<file path="src/lsu_pkg.sv">
package lsu_pkg;

    // data and address width
    localparam int WORD_WIDTH = 32;

    typedef logic [WORD_WIDTH-1:0] word_t;
    typedef logic [3:0]            byteena_t;

    // scratchpad of 1024 words, 4 KiB
    localparam int SPM_ADDR_BITS = 10;

    typedef logic [SPM_ADDR_BITS-1:0] spm_addr_t;

    // address bits 31:12 that select the scratchpad, everything else is AHB
    localparam logic [19:0] SPM_REGION = 20'h10000;

    typedef enum logic [3:0] {
        MEM_NOP = 4'd0,
        MEM_LB  = 4'd1,
        MEM_LH  = 4'd2,
        MEM_LW  = 4'd3,
        MEM_LBU = 4'd4,
        MEM_LHU = 4'd5,
        MEM_SB  = 4'd6,
        MEM_SH  = 4'd7,
        MEM_SW  = 4'd8
    } mem_op_t;

    typedef enum logic [1:0] {
        EXP_NONE           = 2'd0,
        EXP_LOAD_MISALIGN  = 2'd1,
        EXP_STORE_MISALIGN = 2'd2,
        EXP_BUS_ERROR      = 2'd3
    } exp_code_t;

    // AHB-Lite encodings, only single transfers are issued
    typedef enum logic [1:0] {
        HTRANS_IDLE   = 2'b00,
        HTRANS_NONSEQ = 2'b10
    } htrans_t;

    typedef enum logic [2:0] {
        HSIZE_BYTE = 3'b000,
        HSIZE_HALF = 3'b001,
        HSIZE_WORD = 3'b010
    } hsize_t;

    localparam logic [1:0] HRESP_OKAY  = 2'b00;
    localparam logic [1:0] HRESP_ERROR = 2'b01;

    typedef enum logic [1:0] {
        LSU_IDLE,
        LSU_SPM,
        LSU_AHB
    } lsu_state_t;

    typedef enum logic [1:0] {
        AHB_IDLE,
        AHB_ADDR,
        AHB_DATA
    } ahb_state_t;

endpackage

</file>
<file path="src/ahb_master.sv">
`timescale 1ns/1ps

module ahb_master (
    input  logic             clk,
    input  logic             rst_n,
    input  logic             start,
    input  logic             write,
    input  lsu_pkg::word_t   addr,
    input  lsu_pkg::hsize_t  size,
    input  lsu_pkg::word_t   wdata,
    input  lsu_pkg::word_t   hrdata,
    input  logic             hready,
    input  logic [1:0]       hresp,
    output logic             xfer_done,
    output lsu_pkg::word_t   xfer_rdata,
    output logic             xfer_err,
    output lsu_pkg::word_t   haddr,
    output logic             hwrite,
    output lsu_pkg::hsize_t  hsize,
    output lsu_pkg::htrans_t htrans,
    output lsu_pkg::word_t   hwdata
);
    import lsu_pkg::*;

    ahb_state_t state;
    // direction of the transfer now in its data phase
    logic       data_write;

    always_ff @(posedge clk) begin
        if (!rst_n) begin
            state      <= AHB_IDLE;
            htrans     <= HTRANS_IDLE;
            hwrite     <= 1'b0;
            data_write <= 1'b0;
        end else begin
            case (state)
                AHB_IDLE: begin
                    if (start) begin
                        state      <= AHB_ADDR;
                        htrans     <= HTRANS_NONSEQ;
                        hwrite     <= write;
                        data_write <= write;
                    end
                end
                AHB_ADDR: begin
                    // address phase held until the slave takes it
                    if (hready) begin
                        state  <= AHB_DATA;
                        htrans <= HTRANS_IDLE;
                        hwrite <= 1'b0;
                    end
                end
                AHB_DATA: begin
                    if (hready) begin
                        state <= AHB_IDLE;
                    end
                end
                default: begin
                    state <= AHB_IDLE;
                end
            endcase
        end
    end

    // haddr, hsize and hwdata stay stable until the next start
    always_ff @(posedge clk) begin
        if (state == AHB_IDLE && start) begin
            haddr  <= addr;
            hsize  <= size;
            hwdata <= wdata;
        end
    end

    // end of the data phase, the slave response is valid in this cycle
    assign xfer_done = (state == AHB_DATA) && hready;

    // second cycle of the two-cycle error response
    assign xfer_err = xfer_done && (hresp == HRESP_ERROR);

    // hrdata carries nothing on a write
    assign xfer_rdata = data_write ? '0 : hrdata;

endmodule

</file>
<file path="config.mk">
export PLATFORM = sky130hd
export DESIGN_NAME = ahb_master
export DESIGN_NICKNAME = d
export VERILOG_FILES = /design/src/lsu_pkg.sv /design/src/ahb_master.sv
export SDC_FILE = /design/constraint.sdc
export NUM_CORES = 1
export LEC_CHECK = 0
export ABC_CLOCK_PERIOD_IN_PS = 8300
export BUFFER_PORTS_ARGS = -buffer_cell sky130_fd_sc_hd__buf_2
export CORE_MARGIN = 3
export CORE_UTILIZATION = 40
export DETAILED_ROUTE_END_ITERATION = 7
export PLACE_DENSITY = 0.93
export SLEW_MARGIN = 25
export SYNTH_ARGS = -nofsm -noshare
export SYNTH_HDL_FRONTEND = slang
export SYNTH_SLANG_ARGS = --single-unit
</file>
<file path="constraint.sdc">
create_clock -name clk -period 8.3 [get_ports clk]
set_input_delay 1.66 -clock clk [delete_from_list [all_inputs] [get_ports clk]]
set_output_delay 1.66 -clock clk [all_outputs]
set_load 0.01 [all_outputs]
</file>
# Word-level counts from Yosys, hierarchy flattened
# Cells that the tools add are included.
[classes]
addsub = 0
n_mul = 0
n_div = 0
order_cmp = 0
n_eq_ne = 6
shifts = 0
mux = 10
n_bitwise = 0
reduce_logical = 8
[op_table]
columns = ["op", "n"]
rows = [
  ["32-bit 2-to-1 mux", 1],
  ["2-bit 2-to-1 mux", 4],
  ["2-bit != test, second input constant", 3],
  ["2-bit case mux with 3 select lines", 1],
  ["3-bit AND reduction", 2],
  ["2-bit by 1-bit equality test with 1-bit output, second input constant", 2],
  ["2-bit case mux with 2 select lines", 1],
  ["1-bit logical AND", 3],
  ["2-bit equality test, second input constant", 1],
  ["2-bit zero test", 1],
  ["1-bit 2-to-1 mux", 2],
  ["1-bit case mux with 2 select lines", 1],
  ["2-bit AND reduction", 1],
  ["2-bit nonzero test", 1],
]
[word_totals]
ff_bits = 73
latchBits = 0
ramBits = 0
rom_bits = 0
inputBits = 106
wordCells = 31
memories = 0

# Depth between registers and ports, before layout
[depth]
word_depth = 3
mapped_depth = 3
mapped_depth_nobuf = 3

# Worst setup path before layout
# Ideal clock, no wire load.
[synth_timing]
path_kind = "input to register"
start = "in start"
end = "reg hwrite"
setup_time_ps = 76
arrival_time_ps = 4877
t_required_ps = 8224
setup_slack_ps = 3346
cell_stages = 3
path_buffers = 0
cell_sequence = "nor3b_2 -> a22oi_1 -> a21boi_1"
[synth_between]
elab_chain_len = 2
[synth_lines]
columns = ["element", "line_no", "rtl"]
rows = [
  ["from (decl)", "ahb_master.sv:6", "input logic start,"],
  ["2-bit != test (no source line)", "--", ""],
  ["3-bit AND reduction (no source line)", "--", ""],
  ["to (signal assigned)", "ahb_master.sv:41", "hwrite <= write;"],
  ["to (decl)", "ahb_master.sv:18", "output logic hwrite,"],
]
# Every way passes these cells.
# A chain may end at the register's enable or synchronous reset.

# Worst setup path in the final report
[layout_timing]
start = "in hready"
end = "out xfer_err"
[layout_between]
elab_chain_len = 2
[layout_lines]
columns = ["element", "line_no", "rtl"]
rows = [
  ["from (decl)", "ahb_master.sv:12", "input logic hready,"],
  ["1-bit logical AND", "ahb_master.sv:75", "assign xfer_done = (state == AHB_DATA) && hready;"],
  ["1-bit logical AND", "ahb_master.sv:78", "assign xfer_err = xfer_done && (hresp == HRESP_ERROR);"],
  ["to (decl)", "ahb_master.sv:16", "output logic xfer_err,"],
]
# Every way passes these cells.

==> results.toml <==
[clock_network]
numCtsBuffers = 9
cts_tree = "yes"
post_cts_resized = 0
hold_buffers = 0
cts-root-buf = "clkbuf_8"
cts_setup_buffers = 0
clkTransAtPathRegs_ns = 0.07
clock_latency_ns = 0.33
clock_sinks = 72
cts_buffer_depth = 2
h-tree-depth = 3

[synth]
syn-num-nets = 237
yosys_warnings = 0
synthMuxAreaShare = 0.00405
synthXorXnorAreaFrac = 0
yosys.area_share.adder = 0
synthCells = 131
synthesis.area_um2 = 2470
ys_ff_latch = 72
yosysSeqAreaShare = 0.854
syn_avg_cell_area_um2 = 18.9
synth_top_family_by_area = "simple AND/OR/NAND/NOR gates"
synth_compound_area_frac = 0.0202
ys_types = 21
synth-simple-area-share = 0.109

[final_layout]
mostFrequentLayoutCells = "buf_2, edfxtp_1, nor2b_1"
mostFrequentLayoutCell = "buf_2"
final_area_um2 = 3800
num-fill-cells = 465
area_growth_pct = 53.9
final_nets = 453
layout-drive-gt1-share = 0.642
final_cells = 428

[place]
io_buffer_count = 208
routabilityCongestion = 0.789
placed_area_um2 = 3600
place_hpwl_mm = 5.05
dp.cells = 411

[worst_setup_path]
crit_path_end_kind = "output pin"
cpPeakStageDelay_ns = 0.26
path_buf_inv = 2
cp.arrival_ns = 2.25
critPathKind = "primary input to output pin"
cp.required_ns = 6.64
critPathLaunchType = "primary input"
rr_startpoint = "state[0]$_SDFFE_PN0P_"
path_delay_family = "simple AND/OR/NAND/NOR gates"
worstSetupStartpoint = "hready"
path_cells = "buf_2 -> nand2_1 -> nor4b_1 -> buf_2"
cp.depth = 4
reg2reg_slack_ns = 6.06
crit_end = "xfer_err"
cp_max_fo = 3
crit_slowest_cell = "nor4b_1"
worstReg2RegEnd = "data_write$_SDFFE_PN0P_"
path_common_cell = "buf_2"
r2r_cells = 4

[timing]
setup_tns_ns = 0
hold_viol = 0
slew_headroom = 0.397
finalCritPeriodShare = 0.472
rsz0062_at_grt = "no"
finalSetupViolCount = 0
whs_ns = 0.507
fin_crit_ns = 3.91
skew_ns = 0.00604
worstMarginPinSlew_ns = 0.904
max_freq_mhz = 255
drv_slew = 0

[route]
route.detailed.wl_per_inst_um = 14.9
firstDrtPassIters = 4
drtIter0Drc = 59
drt-vias-per-instance = 4.42
vias = 1890
drc = 0
antenna_left = 0
routed_wl_mm = 6.36

[min_path]
hold_class = "flop to flop"

[floorplanning]
coreArea_um2 = 5960
fp-row-count = 28
dieArea_um2 = 7160
die_w_um = 84.6
ioPinCount = 210
start_util = 0.415
fp.dieH_um = 84.6

[status]
status = "complete, no violations"

[job]
maxCapViolCount = 0

[global_routing]
grt_max_degree = 52
grt_pass1_wl_mm = 8.96
grt_pass1_vias = 1822
overflow = 0
grt_antenna_before_repair = 1
track_usage = 0.169

[power]
p_leak_uw = 0.00175
irDropWorstVdd_mv = 0.125
power_density_nw_per_um2 = 212
-- synthesized netlist by cell type --
| cell | number | area share |
|---|---|---|
| dfxtp_1 | 5 | 0.040 |
| nor2_1 | 2 | 0.0030 |
| buf_4 | 1 | 0.0030 |
| nor4b_1 | 1 | 0.0035 |
| inv_1 | 1 | 0.0015 |
| conb_1 | 1 | 0.0015 |
| edfxtp_1 | 67 | 0.81 |
| o21ai_0 | 3 | 0.0061 |
| nor2b_1 | 35 | 0.089 |
| a22oi_1 | 1 | 0.0030 |
| mux2i_1 | 1 | 0.0040 |
| nand3_1 | 1 | 0.0020 |
| clkbuf_1 | 3 | 0.0046 |
| nand2_1 | 1 | 0.0015 |
| a21boi_0 | 1 | 0.0030 |
| inv_2 | 1 | 0.0015 |
| a21oi_1 | 1 | 0.0020 |
| or3_1 | 1 | 0.0025 |
| a21boi_1 | 2 | 0.0061 |
| nor3b_2 | 1 | 0.0051 |
| nor3b_1 | 1 | 0.0030 |
-- per-stage QoR --
step                      setup slack (ns)  utilization  total power (µW)
after floorplan                       3.35            -               486
after global placement                4.40        0.605               543
after detailed placement              4.38        0.605               548
after CTS                             4.37        0.638               818
after global routing                  4.29        0.639               842
final                                 4.39        0.639               805
-- worst min-delay path by stage --
stage                            from                endpoint  slack (ns)  cells past startpoint
5_1_grt        htrans[1]$_SDFFE_PN0P_  htrans[1]$_SDFFE_PN0P_        0.53                      2
4_1_cts        htrans[1]$_SDFFE_PN0P_  htrans[1]$_SDFFE_PN0P_        0.51                      2
3_5_place_dp      hwrite$_SDFFE_PN0P_     hwrite$_SDFFE_PN0P_        0.50                      2
3_3_place_gp      hwrite$_SDFFE_PN0P_     hwrite$_SDFFE_PN0P_        0.48                      2
6_report       htrans[1]$_SDFFE_PN0P_  htrans[1]$_SDFFE_PN0P_        0.51                      2
2_1_floorplan     hwrite$_SDFFE_PN0P_     hwrite$_SDFFE_PN0P_        0.51                      2
-- state kept, by name, summed over array words and instances (netlist names) --
register	count
state	2
haddr	32
hwrite	1
hsize	3
htrans	1
data_write	1
hwdata	32
-- worst min-delay path, stage by stage, from the launching register on --
cell and delay [ns]:
dfxtp_1 0.32, o21ai_0 0.07, a21boi_0 0.07
-- cell families after synthesis --
group                  after synthesis
AOI/OAI and AO/OA                    8
other                                1
muxes                                1
DFF                                 72
buffers and inverters                6
and+or+nand+nor                     43
-- final cells by class --
class / instances / area (µm²) / share of cell area
Clock buffer: 12 / 145 / 0.0381
Sequential cell: 72 / 2110 / 0.555
Tap cell: 75 / 93.8 / 0.0247
Antenna cell: 1 / 2.50 / 0.000658
Timing Repair Buffer: 209 / 1050 / 0.276
Inverter: 2 / 7.51 / 0.00197
Multi-Input combinational cell: 53 / 340 / 0.0894
Clock inverter: 4 / 53.8 / 0.0141
-- layer usage --
layer	up-vias	GRT usage	share of wire	wire length, µm
met5	-	0	0	0
met4	0	0.0820	0.013	81
met3	7	0.0491	0.11	693
met2	135	0.306	0.55	3490
met1	841	0.179	0.33	2090
li1	907	-	-	-
-- report_power, final --
part / internal, µW / switching [µW] / total, µW
sequential: 427 / 9.74 / 437
clock: 148 / 119 / 267
combinational: 47.8 / 54.0 / 102
Power figures use the tool's default switching activity.
