**src/lsu_pkg.sv**
```systemverilog
package lsu_pkg;

    // data and address width
    localparam int WORD_WIDTH = 32;

    typedef logic [WORD_WIDTH-1:0] word_t;
    typedef logic [3:0]            byteena_t;

    // scratchpad of 1024 words, 4 KiB
    localparam int SPM_ADDR_BITS = 10;

    typedef logic [SPM_ADDR_BITS-1:0] spm_addr_t;

    // address bits 31:12 that select the scratchpad, everything else is AHB
    localparam logic [19:0] SPM_REGION = 20'h10000;

    typedef enum logic [3:0] {
        MEM_NOP = 4'd0,
        MEM_LB  = 4'd1,
        MEM_LH  = 4'd2,
        MEM_LW  = 4'd3,
        MEM_LBU = 4'd4,
        MEM_LHU = 4'd5,
        MEM_SB  = 4'd6,
        MEM_SH  = 4'd7,
        MEM_SW  = 4'd8
    } mem_op_t;

    typedef enum logic [1:0] {
        EXP_NONE           = 2'd0,
        EXP_LOAD_MISALIGN  = 2'd1,
        EXP_STORE_MISALIGN = 2'd2,
        EXP_BUS_ERROR      = 2'd3
    } exp_code_t;

    // AHB-Lite encodings, only single transfers are issued
    typedef enum logic [1:0] {
        HTRANS_IDLE   = 2'b00,
        HTRANS_NONSEQ = 2'b10
    } htrans_t;

    typedef enum logic [2:0] {
        HSIZE_BYTE = 3'b000,
        HSIZE_HALF = 3'b001,
        HSIZE_WORD = 3'b010
    } hsize_t;

    localparam logic [1:0] HRESP_OKAY  = 2'b00;
    localparam logic [1:0] HRESP_ERROR = 2'b01;

    typedef enum logic [1:0] {
        LSU_IDLE,
        LSU_SPM,
        LSU_AHB
    } lsu_state_t;

    typedef enum logic [1:0] {
        AHB_IDLE,
        AHB_ADDR,
        AHB_DATA
    } ahb_state_t;

endpackage

```
**src/lsu_align.sv**
```systemverilog
`timescale 1ns/1ps

module lsu_align (
    input  lsu_pkg::mem_op_t   op,
    input  logic [1:0]         addr_lsb,
    input  lsu_pkg::word_t     wdata,
    input  lsu_pkg::word_t     raw_rdata,
    output lsu_pkg::byteena_t  byteena,
    output lsu_pkg::word_t     store_word,
    output lsu_pkg::hsize_t    hsize,
    output lsu_pkg::exp_code_t misalign,
    output lsu_pkg::word_t     load_value
);
    import lsu_pkg::*;

    logic        is_store;
    logic        is_load;
    logic [7:0]  lane_byte;
    logic [15:0] lane_half;

    assign is_store = op inside {MEM_SB, MEM_SH, MEM_SW};
    assign is_load  = op inside {MEM_LB, MEM_LH, MEM_LW, MEM_LBU, MEM_LHU};

    // access size
    always_comb begin
        case (op)
            MEM_LB, MEM_LBU, MEM_SB: hsize = HSIZE_BYTE;
            MEM_LH, MEM_LHU, MEM_SH: hsize = HSIZE_HALF;
            default:                 hsize = HSIZE_WORD;
        endcase
    end

    // lanes touched by the access
    always_comb begin
        case (hsize)
            HSIZE_BYTE: byteena = 4'b0001 << addr_lsb;
            HSIZE_HALF: byteena = addr_lsb[1] ? 4'b1100 : 4'b0011;
            default:    byteena = 4'b1111;
        endcase
        if (!is_store && !is_load) begin
            byteena = 4'b0000;
        end
    end

    // store data copied into every lane, byte enables pick the right one
    always_comb begin
        case (hsize)
            HSIZE_BYTE: store_word = {4{wdata[7:0]}};
            HSIZE_HALF: store_word = {2{wdata[15:0]}};
            default:    store_word = wdata;
        endcase
    end

    always_comb begin
        misalign = EXP_NONE;
        if ((hsize == HSIZE_HALF && addr_lsb[0]) ||
            (hsize == HSIZE_WORD && addr_lsb != 2'b00)) begin
            if (is_load) begin
                misalign = EXP_LOAD_MISALIGN;
            end else if (is_store) begin
                misalign = EXP_STORE_MISALIGN;
            end
        end
    end

    // addressed lane of the returned word
    assign lane_byte = raw_rdata[{addr_lsb, 3'b000} +: 8];
    assign lane_half = addr_lsb[1] ? raw_rdata[31:16] : raw_rdata[15:0];

    always_comb begin
        case (op)
            MEM_LB:  load_value = {{24{lane_byte[7]}}, lane_byte};
            MEM_LBU: load_value = {24'h000000, lane_byte};
            MEM_LH:  load_value = {{16{lane_half[15]}}, lane_half};
            MEM_LHU: load_value = {16'h0000, lane_half};
            MEM_LW:  load_value = raw_rdata;
            default: load_value = '0;
        endcase
    end

endmodule

```
**config.mk**
```make
export PLATFORM = sky130hd
export DESIGN_NAME = lsu_align
export DESIGN_NICKNAME = d
export VERILOG_FILES = /design/src/lsu_pkg.sv /design/src/lsu_align.sv
export SDC_FILE = /design/constraint.sdc
export NUM_CORES = 1
export LEC_CHECK = 0
export ABC_AREA = 1
export ABC_CLOCK_PERIOD_IN_PS = 1500
export BUFFER_PORTS_ARGS = -buffer_cell sky130_fd_sc_hd__buf_4
export CORE_AREA = 2 2 75 55
export DETAILED_ROUTE_END_ITERATION = 16
export DIE_AREA = 0 0 77 57
export MAX_ROUTING_LAYER = met4
export PLACE_DENSITY = 0.88
export SYNTH_ARGS = -nofsm -noshare
export SYNTH_HDL_FRONTEND = slang
export SYNTH_SLANG_ARGS = --single-unit
```
**constraint.sdc**
```tcl
create_clock -name vclk -period 1.5
set_input_delay 0.15 -clock vclk [all_inputs]
set_output_delay 0.15 -clock vclk [all_outputs]
set_load 0.005 [all_outputs]
```
# Yosys cells after proc, flatten, opt, wreduce, memory -nomap -nowiden

Cells that the tools add are included.

Register bits after elaboration: 0
Latch bits: 0
Memory bits (writable): 0
Memory bits (read-only): 0
Output and inout port bits: 73
Memories: 0

$add $sub $neg: 0
$mul: 0
Divide/modulo/power cells: 0
Magnitude comparators: 0
Equal/unequal tests: 10
Shift-type cells: 2
Multiplexer cells: 10
Bitwise gates (word level): 0
Reductions and logical operators: 12

Operator list:

| cell                                                 | count |
|---|---|
| case mux 32 bit (5 select lines)                     | 1 |
| case mux 32 bit (2 select lines)                     | 1 |
| indexed part select 32 x 6 -> 8 bit                  | 1 |
| equality test 4 x 3 -> 1 bit (second input constant) | 4 |
| two-way mux 16 bit                                   | 1 |
| equality test 4 x 2 -> 1 bit (second input constant) | 2 |
| two-way mux 4 bit                                    | 2 |
| case mux 4 bit (2 select lines)                      | 1 |
| two-way mux 2 bit                                    | 3 |
| OR reduction 3 bit                                   | 2 |
| nonzero test 5 bit                                   | 1 |
| equality test 4 x 1 -> 1 bit (second input constant) | 1 |
| equality test 4 bit (second input constant)          | 1 |
| case mux 2 bit (2 select lines)                      | 1 |
| left shift 1 x 2 -> 4 bit (first input constant)     | 1 |
| equality test 3 x 1 -> 1 bit (second input constant) | 1 |
| equality test 3 x 2 -> 1 bit (second input constant) | 1 |
| logical AND 1 bit                                    | 3 |
| logical NOT 3 bit                                    | 1 |
| nonzero test 3 bit                                   | 1 |
| logical NOT 1 bit                                    | 2 |
| nonzero test 2 bit                                   | 1 |
| logical OR 1 bit                                     | 1 |

# Logic depth before layout (Yosys ltp)

Gate-level depths: netlist of the first run.

Depth after elaboration: 7
Depth in mapped cells: 9

# Least setup slack after synthesis of the first run

Ideal clock, no wire load.

Kind: in2out
From: input port addr_lsb[1]
To: output port load_value[19]
Arrival: 1003 ps
Data required time: 1350 ps
Setup slack: 347 ps
Cell stages on the path: 7
Path buffers: 2
Path through: buf_6 > nand2_1 > o21ai_0 > or2_2 > nand3_2 > buf_4 > nand2_1

Word-level cells in the longest chain between the ends: 2
Elaborated cells on any way between the ends: 3
Classes of those cells: 1 x shift; 2 x mux

RTL lines:

| item                                                                             | line                             | text |
|---|---|---|
| start: declaration                                                               | lsu_align.sv:5                   | `input logic [1:0] addr_lsb,` |
| indexed part select 32 x 6 -> 8 bit / two-way mux 16 bit (equally long branches) | lsu_align.sv:67, lsu_align.sv:68 |  |
| case mux 32 bit (5 select lines) (*)                                             | lsu_align.sv:71                  | `case (op)` |
| end: declaration                                                                 | lsu_align.sv:12                  | `output lsu_pkg::word_t load_value` |

Mark *: on every way between the ends. The rest lies on a longest branch, timed or not.

# Worst setup path after layout of the first run

From: input port op[3]
To: output port byteena[1]

Word-level cells in the longest chain between the ends: 6
Elaborated cells on any way between the ends: 20
Classes of those cells: 9 x eq/ne; 3 x mux; 8 x reduce/logical

RTL lines:

| item                                                                     | line                             | text |
|---|---|---|
| start: declaration                                                       | lsu_align.sv:4                   | `input lsu_pkg::mem_op_t op,` |
| equality test 4 x 3 -> 1 bit, or another cell as far along               | lsu_align.sv:21, lsu_align.sv:26 |  |
| OR reduction 3 bit                                                       | lsu_align.sv:26                  | `case (op)` |
| case mux 2 bit (2 select lines)                                          | lsu_align.sv:26                  |  |
| equality test 3 x 1 -> 1 bit / logical NOT 3 bit (equally long branches) | lsu_align.sv:35                  | `case (hsize)` |
| case mux 4 bit (2 select lines)                                          | lsu_align.sv:35                  |  |
| two-way mux 4 bit (*)                                                    | lsu_align.sv:40                  | `if (!is_store && !is_load) begin` |
| end: declaration                                                         | lsu_align.sv:8                   | `output lsu_pkg::byteena_t byteena,` |

Marks and branches as above.

==> impl_metrics.py, run 1 <==
metrics = {
    "status": {
        "result_of_the_run": "completed",
    },
    "cells_and_area": {
        "seq_area_um2": 0,
        "n_clock_buffer": 0,
        "numSequentialCells": 0,
        "fin_cells": 479,
        "fin_nets": 499,
        "postLayoutCoreUtil_pct": 67.8,
        "multi_input_area_um2": 1230,
        "antennaDiodeCount": 0,
        "synth_to_layout_area_growth_pct": 74.3,
        "fillers": 350,
        "cell_area_after_layout_um2": 2550,
        "share_of_final_layout_standard_cells_stronger_than_drive_strength_1_pct": 43.1,
    },
    "yosys": {
        "cell_count_after_synthesis": 300,
        "synth.distinct_cells": 22,
        "synth_area_um2": 1460,
        "syn_avg_cell_area_um2": 4.87,
        "synth_warnings": 0,
        "mappedNetlistNets": 370,
        "synth_sequential_area_ratio_pct": 0,
    },
    "pwr": {
        "p_clk_share_pct": 0,
        "pwr-share-comb_pct": 100.0,
        "power_leakage_nw": 1.51,
        "totalPowerFinal_w": 0.000786,
        "pwr_density_cell_nw_per_um2": 309,
        "power.switching_w": 0.000356,
        "cell_internal_pwr_w": 0.000430,
        "netSwitchingFraction_pct": 45.3,
        "irDropWorstVdd_v": 0.000143,
        "seq_power_share_pct": 0,
    },
    "global_route": {
        "largest_net_degree_at_the_start_of_global_routing": 33,
        "grt_first_pass_wirelength_um": 9190,
        "grt_overall_usage_pct": 25.2,
        "antenna_found_initial": 0,
        "global_route.overflow_total": 0,
        "first_global_vias": 2028,
    },
    "floorplan": {
        "die_area_um2": 4390,
        "top_level_ports": 143,
        "floorplan.die.height_um": 57,
        "core_area_um2": 3760,
        "initial_core_util_pct": 38.9,
        "die_width_um": 77,
        "rows": 19,
    },
    "detailed_routing": {
        "dr.pass1.iters": 4,
        "antenna_left": 0,
        "drt_drc_violations_left": 0,
        "vias_per_cell": 5.08,
        "detailroute.via_count": 2435,
        "drt-wirelength-per-cell_um": 12.5,
        "routed_wirelength_um": 5980,
        "initialDrtViolationCount": 105,
    },
    "timing": {
        "setup_viol": 0,
        "finalMaxSlewViolations": 0,
        "hold_violations": 0,
        "maxClockFrequency_ghz": 0.721,
        "rsz0062_at_grt": "yes",
        "layout_min_cycle_time_ns": 1.39,
        "timing.final.crit_share_pct": 92.5,
        "layout_setup_ws_ns": 0.113,
    },
    "hold_path": {
        "hold-path-endpoint": "store_word[0]",
        "min_delay_path_depth": 2,
        "timing.hold.worst.start": "wdata[0]",
        "hp-class": "in -> out",
    },
    "clocking": {
        "post_cts_hold_buffer_count": 0,
    },
    "setup_path": {
        "path_buf_inv": 3,
        "cp_cell_sequence": "buf_4 > nor2_2 > nand2_2 > nand2_2 > nor2_4 > buf_12 > nor2_1 > nor2_1 > buf_4",
        "timing.critical_path.depth": 9,
        "critPathLaunchType": "input pin",
        "endpoint_kind": "primary output",
        "cp.required_ns": 1.35,
        "critPathMaxStageDelay_ns": 0.18,
        "critical_path.top_delay_family": "simple AND/OR/NAND/NOR gates",
        "crit_type": "in -> out",
        "critical-path-slowest-cell": "sky130_fd_sc_hd__nor2_2",
        "critical_path.max_fanout": 19,
        "arrival_worst_endpoint_ns": 1.24,
    },
    "placement": {
        "worst_setup_slack_post_dpl_ns": 0.0356,
        "gpl.final_weighted_congestion": 0.842,
        "place_area_um2": 2490,
        "dp_hpwl_um": 4660,
        "io_buffer_count": 142,
        "placedCellCount": 476,
    },
    "flow_run": {
        "timing.max_cap.violations": 0,
    },
}
## metrics by stage
stage | setup TNS, ns | hold slack [ns]
after floorplan | 0 | 0.381
after global placement | 0 | 0.484
after detailed placement | 0 | 0.488
after CTS | 0 | 0.488
after global routing | -0.0136 | 0.494
final | 0 | 0.487
## layout by cell type (no fill, tap or decap)
master and instances:
sky130_fd_sc_hd__conb_1 1, sky130_fd_sc_hd__nand3_2 1, sky130_fd_sc_hd__buf_4 148, sky130_fd_sc_hd__o21ai_1 3, sky130_fd_sc_hd__or2_2 15, sky130_fd_sc_hd__a21oi_1 18
sky130_fd_sc_hd__nand3_1 34, sky130_fd_sc_hd__nand4_1 7, sky130_fd_sc_hd__o21ai_0 9, sky130_fd_sc_hd__nor2_4 2, sky130_fd_sc_hd__and3_1 3, sky130_fd_sc_hd__inv_2 3
sky130_fd_sc_hd__nand2_1 135, sky130_fd_sc_hd__buf_12 4, sky130_fd_sc_hd__nand2_4 1, sky130_fd_sc_hd__nand2_2 5, sky130_fd_sc_hd__buf_6 2, sky130_fd_sc_hd__nor2_1 11
sky130_fd_sc_hd__o211ai_1 14, sky130_fd_sc_hd__nor2_2 3, sky130_fd_sc_hd__inv_1 8
## per-layer routing
metal	vias up	routed length [µm]	track usage [%]	share of wire, %
li1	1228	-	-	-
met1	1096	2460	31.9	41
met2	107	3000	44.9	50
met3	4	485	3.32	8.1
met4	0	36	2.30	0.60
met5	-	0	-	0
## worst max-delay path by stage
stage / startpoint / end / slack [ns]
2_1_floorplan: addr_lsb[1] / load_value[19] / 0.35
3_3_place_gp: op[0] / byteena[0] / 0.10
3_5_place_dp: op[0] / store_word[19] / 0.04
4_1_cts: op[0] / store_word[19] / 0.03
5_1_grt: op[3] / byteena[0] / -0.007
6_report: op[3] / byteena[1] / 0.11
## power groups by stage
stage                     clock [W]  sequential (W)  combinational [W]
final                             0               0           0.000786
after global routing              0               0           0.000863
after CTS                         0               0           0.000767
after detailed placement          0               0           0.000765
after global placement            0               0           0.000752
after floorplan                   0               0           0.000335
## layout make-up
| cell class | count | share of cell area [%] |
|---|---|---|
| multi-input cells | 262 | 48.2 |
| well taps | 52 | 2.55 |
| inverters | 11 | 1.62 |
| repair buffers | 154 | 47.6 |
## Yosys cell counts (all sizes together)
master	count	area [µm²]
or2	15	93.8
o211ai	14	105
nor2	16	82.6
clkbuf	1	3.75
o21ai	12	60.1
inv	11	41.3
nand2	141	544
and3	3	18.8
nand3	35	180
buf	26	194
conb	1	3.75
nand4	7	43.8
a21oi	18	90.1
## repair_timing
action | CTS | global route
buffers inserted | 0 | 3
endpoints found under the setup margin | 0 | 26
resized for setup | 0 | 5
## logic make-up (layout without fill, tap and decap cells)
group,Yosys count,after routing,synth area share (%)
other cells,1,1,0.257
simple gates,217,217,65.9
compound gates,44,44,17.5
buf+inv,38,165,16.4
No activity file was read; power rests on OpenSTA's default activity.
==> run 2: changes to the inputs <==
ABC_AREA = unset   (was 1)
CORE_AREA = 2 2 78 58   (was 2 2 75 55)
DIE_AREA = 0 0 80 60   (was 0 0 77 57)
PLACE_DENSITY = 0.87   (was 0.88)
==> run 2 against run 1 <==
- the flow now finishes with violations (setup timing)
- area after synthesis increased by 17%
- global-route usage up 4.9 points
- largest power group unchanged
- critical path type unchanged
- via count rose by 5.8%
==> impl_metrics.py, run 2 <==
metrics = {
    "status": {
        "result_of_the_run": "finished, violations left",
        "violations": "setup timing",
    },
    "setup_path": {
        "critical_path.max_fanout": 7,
        "critPathLaunchType": "input pin",
        "crit_type": "in -> out",
        "critical_path.endpoint": "store_word[12]",
        "critical-path-slowest-cell": "sky130_fd_sc_hd__or3b_4",
        "cp_cell_sequence": "buf_6 > or3b_4 > a21oi_4 > buf_12 > mux2_4 > buf_6",
        "endpoint_kind": "primary output",
        "crit_top_cell": "sky130_fd_sc_hd__buf_6",
        "arrival_worst_endpoint_ns": 1.49,
        "cp.required_ns": 1.35,
        "critPathMaxStageDelay_ns": 0.40,
        "timing.critical_path.from": "op[2]",
    },
    "cells_and_area": {
        "fin_nets": 439,
        "cell_area_after_layout_um2": 3380,
        "antennaDiodeCount": 0,
        "final_common_cell": "sky130_fd_sc_hd__buf_4",
        "fillers": 252,
        "synth_to_layout_area_growth_pct": 97.7,
        "seq_area_um2": 0,
        "n_clock_buffer": 0,
        "postLayoutCoreUtil_pct": 82.4,
        "share_of_final_layout_standard_cells_stronger_than_drive_strength_1_pct": 63.8,
        "final_cell_mix": "sky130_fd_sc_hd__buf_4, sky130_fd_sc_hd__nand2_1, sky130_fd_sc_hd__buf_6",
        "numSequentialCells": 0,
    },
    "detailed_routing": {
        "routed_wirelength_um": 8040,
        "detailroute.via_count": 2577,
        "dr.pass1.iters": 5,
        "antenna_left": 0,
        "vias_per_cell": 6.11,
        "drt-wirelength-per-cell_um": 19.1,
        "drt_drc_violations_left": 0,
        "initialDrtViolationCount": 212,
    },
    "global_route": {
        "grt_first_pass_wirelength_um": 11400,
        "antenna_found_initial": 0,
        "grt_overall_usage_pct": 30.1,
        "first_global_vias": 2273,
        "largest_net_degree_at_the_start_of_global_routing": 33,
        "global_route.overflow_total": 0,
    },
    "yosys": {
        "synth_warnings": 0,
        "syn_avg_cell_area_um2": 7.71,
        "synth_sequential_area_ratio_pct": 0,
        "synth.cells.most_frequent": "sky130_fd_sc_hd__nand2_1, sky130_fd_sc_hd__nand3_1, sky130_fd_sc_hd__mux2i_1",
        "synth.distinct_cells": 40,
        "mappedNetlistNets": 292,
        "yosys-top-cells-area": "sky130_fd_sc_hd__mux4_2, sky130_fd_sc_hd__mux2i_1, sky130_fd_sc_hd__mux2_2",
        "cell_count_after_synthesis": 222,
        "library_cell_with_the_largest_summed_area_after_synthesis": "sky130_fd_sc_hd__mux4_2",
        "synth_most_common_cell": "sky130_fd_sc_hd__nand2_1",
        "synth_largest_type_area_fraction_pct": 10.5,
        "synth_area_um2": 1710,
    },
    "timing": {
        "finalMaxSlewViolations": 0,
        "maxClockFrequency_ghz": 0.611,
        "layout_setup_ws_ns": -0.136,
        "hold_violations": 0,
        "layout_min_cycle_time_ns": 1.64,
        "hold-worst-slack_ns": 0.499,
        "fin_setup_tns_ns": -1.45,
        "setup_viol": 23,
        "rsz0062_at_grt": "yes",
        "timing.final.crit_share_pct": 109,
    },
    "pwr": {
        "power_leakage_nw": 1.69,
        "pwr_density_cell_nw_per_um2": 309,
        "seq_power_share_pct": 0,
        "p_clk_share_pct": 0,
        "netSwitchingFraction_pct": 40.4,
        "irDropWorstVdd_v": 0.000210,
        "pwr-share-comb_pct": 100.0,
        "cell_internal_pwr_w": 0.000624,
        "power.switching_w": 0.000423,
    },
    "floorplan": {
        "top_level_ports": 143,
        "die_area_um2": 4800,
        "core_area_um2": 4100,
        "rows": 20,
        "die_width_um": 80,
        "floorplan.die.height_um": 60,
        "initial_core_util_pct": 41.7,
    },
    "hold_path": {
        "hp-class": "in -> out",
    },
    "placement": {
        "dp_hpwl_um": 5410,
        "worst_setup_slack_post_dpl_ns": -0.193,
        "io_buffer_count": 142,
        "gpl.final_weighted_congestion": 0.827,
        "place_area_um2": 2920,
    },
    "flow_run": {
        "timing.max_cap.violations": 0,
    },
}
run 2: worst min-delay path by stage:
stage,from,endpoint,slack (ns),depth (start not counted)
global route,wdata[7],store_word[7],0.51,2
detailed placement,wdata[1],store_word[1],0.50,2
global placement,wdata[3],store_word[3],0.49,2
finish,wdata[0],store_word[0],0.50,2
floorplan,wdata[0],store_word[0],0.38,1
CTS,wdata[0],store_word[0],0.50,2
run 2: kinds of logic after synthesis:
group                    Yosys count  share of synthesized area, %
AO/OA/AOI/OAI                     61                          29.0
XOR/XNOR                           2                          1.02
adder cells (fa/ha/maj)            2                          1.17
buffers and inverters             40                          13.4
multiplexers                      40                          30.4
other                              1                         0.219
AND/OR/NAND/NOR                   76                          24.8
run 2: worst max-delay path, delay by kind of cell:
family          cells  cell delay (ns)
compound gates      1             0.22
mux                 1             0.32
buf+inv             3             0.40
simple gates        1             0.40
run 2: area by class of cell:
cell class                      count  area [µm²]  share of cell area, %
Multi-Input combinational cell    182        1670                   49.3
Timing Repair Buffer              182        1640                   48.4
Tap cell                           55        68.8                   2.03
Inverter                            3        11.3                  0.333
run 2: power by group through the flow:
stage	Sequential, W	Combinational [W]	Clock [W]
6_report	0	0.00105	0
5_1_grt	0	0.00111	0
4_1_cts	0	0.000942	0
3_5_place_dp	0	0.000889	0
3_3_place_gp	0	0.000868	0
2_1_floorplan	0	0.000402	0
run 2: routing by layer:
metal / routed length, µm / global-route usage, % / up-vias
li1: - / - / 1154
met1: 3290 / 39.4 / 1258
met3: 562 / 0.906 / 14
met5: 0 / - / -
met4: 104 / 3.63 / 0
met2: 4090 / 53.9 / 151
run 2: per-stage QoR:
stage,power [W],std cells
CTS,0.000942,417
global route,0.00111,422
floorplan,0.000402,222
finish,0.00105,422
global placement,0.000868,413
detailed placement,0.000889,413
run 2: what timing repair did:
action	4_1_cts	5_1_grt
hold buffers	0	0
setup endpoints to repair	49	59
pin swaps	5	19
resized for setup	29	44
cloned	3	3
buffers inserted	1	2
==> run 3: changes to the inputs <==
ABC_CLOCK_PERIOD_IN_PS = 1900   (was 1500)
clock period = 1.9 ns   (was 1.5 ns; I/O delays follow)
==> run 3 against run 2 <==
- the run now ends clean
- combinational power down 35%
- final area down 17%
- non-clock buffer count down 22
- routed wire length down 17%
- largest cell class unchanged
==> impl_metrics.py, run 3 (synthesis results as in run 2) <==
metrics = {
    "cells_and_area": {
        "final_common_cell": "sky130_fd_sc_hd__buf_4",
        "synth_to_layout_area_growth_pct": 64.1,
        "seq_area_um2": 0,
        "postLayoutCoreUtil_pct": 68.4,
        "fin_nets": 417,
        "antennaDiodeCount": 0,
        "share_of_final_layout_standard_cells_stronger_than_drive_strength_1_pct": 54.5,
        "fin_cells": 400,
        "n_clock_buffer": 0,
        "fillers": 367,
        "cell_area_after_layout_um2": 2810,
        "numSequentialCells": 0,
        "final_cell_mix": "sky130_fd_sc_hd__buf_4, sky130_fd_sc_hd__nand2_1, sky130_fd_sc_hd__nand3_1",
    },
    "placement": {
        "gpl.final_weighted_congestion": 0.848,
        "placedCellCount": 400,
        "io_buffer_count": 142,
        "dp_hpwl_um": 5190,
        "place_area_um2": 2800,
    },
    "timing": {
        "rsz0062_at_grt": "no",
        "fin_setup_tns_ns": 0,
        "layout_min_cycle_time_ns": 1.79,
        "finalMaxSlewViolations": 0,
        "setup_viol": 0,
        "timing.final.crit_share_pct": 94.0,
        "worst-slew-pin-transition_ns": 0.697,
        "maxClockFrequency_ghz": 0.560,
        "hold_violations": 0,
        "relSlewSlack_pct": 53.4,
    },
    "setup_path": {
        "crit_type": "in -> out",
        "critPathLaunchType": "input pin",
        "arrival_worst_endpoint_ns": 1.60,
        "critical_path.top_delay_family": "compound AO/OA/AOI/OAI gates",
        "path_buf_inv": 3,
        "cp_cell_sequence": "buf_4 > buf_4 > nor4b_4 > a21oi_2 > o21ai_0 > buf_4",
        "cp.required_ns": 1.71,
        "crit_top_cell": "sky130_fd_sc_hd__buf_4",
        "critical-path-slowest-cell": "sky130_fd_sc_hd__a21oi_2",
        "critical_path.max_fanout": 20,
        "critPathMaxStageDelay_ns": 0.53,
        "endpoint_kind": "primary output",
    },
    "floorplan": {
        "initial_core_util_pct": 41.7,
        "rows": 20,
        "core_area_um2": 4100,
        "die_area_um2": 4800,
        "top_level_ports": 143,
        "floorplan.die.height_um": 60,
        "die_width_um": 80,
    },
    "detailed_routing": {
        "dr.pass1.iters": 4,
        "vias_per_cell": 5.81,
        "initialDrtViolationCount": 167,
        "detailroute.via_count": 2324,
        "routed_wirelength_um": 6660,
        "antenna_left": 0,
        "drt-wirelength-per-cell_um": 16.7,
        "drt_drc_violations_left": 0,
    },
    "global_route": {
        "first_global_vias": 2014,
        "use_met2_pct": 45.2,
        "largest_net_degree_at_the_start_of_global_routing": 33,
        "grt_first_pass_wirelength_um": 10200,
        "gr-usage-met1_pct": 37.6,
        "antenna_found_initial": 0,
        "grt_overall_usage_pct": 26.9,
        "global_route.overflow_total": 0,
        "grtUsageMet3_pct": 0.755,
        "globalRoute.busiestLayer": "met2",
    },
    "status": {
        "result_of_the_run": "completed",
    },
    "flow_run": {
        "timing.max_cap.violations": 0,
    },
    "clocking": {
        "cts_post_setup_buffers_inserted": 0,
        "post_cts_hold_buffer_count": 0,
    },
    "hold_path": {
        "hp-class": "in -> out",
    },
    "pwr": {
        "power_leakage_nw": 1.38,
        "irDropWorstVdd_v": 0.000204,
        "pwr_density_cell_nw_per_um2": 242,
    },
}
run 3: area by class of cell:
type,count,area (µm²),area share (%)
inverter,3,11.3,0.401
multi-input combinational,182,1490,53.1
tap,55,68.8,2.45
timing repair buffer,160,1240,44.1
run 3: final timing paths:
path	start	to	slack, ns	cells past startpoint
hold / removal	wdata[0]	store_word[0]	0.57	2
setup / recovery	op[1]	load_value[1]	0.11	6
run 3: through the flow:
stage / worst slack, ns / hold slack (ns) / total power, W
after global routing: 0.0328 / 0.582 / 0.000728
after CTS: 0.106 / 0.575 / 0.000676
after global placement: 0.135 / 0.571 / 0.000658
after detailed placement: 0.0962 / 0.575 / 0.000674
after floorplan: 0.236 / 0.461 / 0.000316
final: 0.113 / 0.571 / 0.000679
run 3: what timing repair did:
| action | CTS | global route |
|---|---|---|
| gates resized for setup | 0 | 1 |
| hold endpoints to repair | 0 | 0 |
| endpoints found under the setup margin | 0 | 1 |
run 3: per-layer routing:
metal  wire [µm]  up-vias
met2        3340       99
met1        2810     1103
met3         437        8
met5           0        -
li1            -     1114
met4          73        0
run 3: power breakdown:
group	internal [W]	switching (W)	total (W)
Clock	0	0	0
Combinational	0.000396	0.000283	0.000679
Sequential	0	0	0
Total	0.000396	0.000283	0.000679
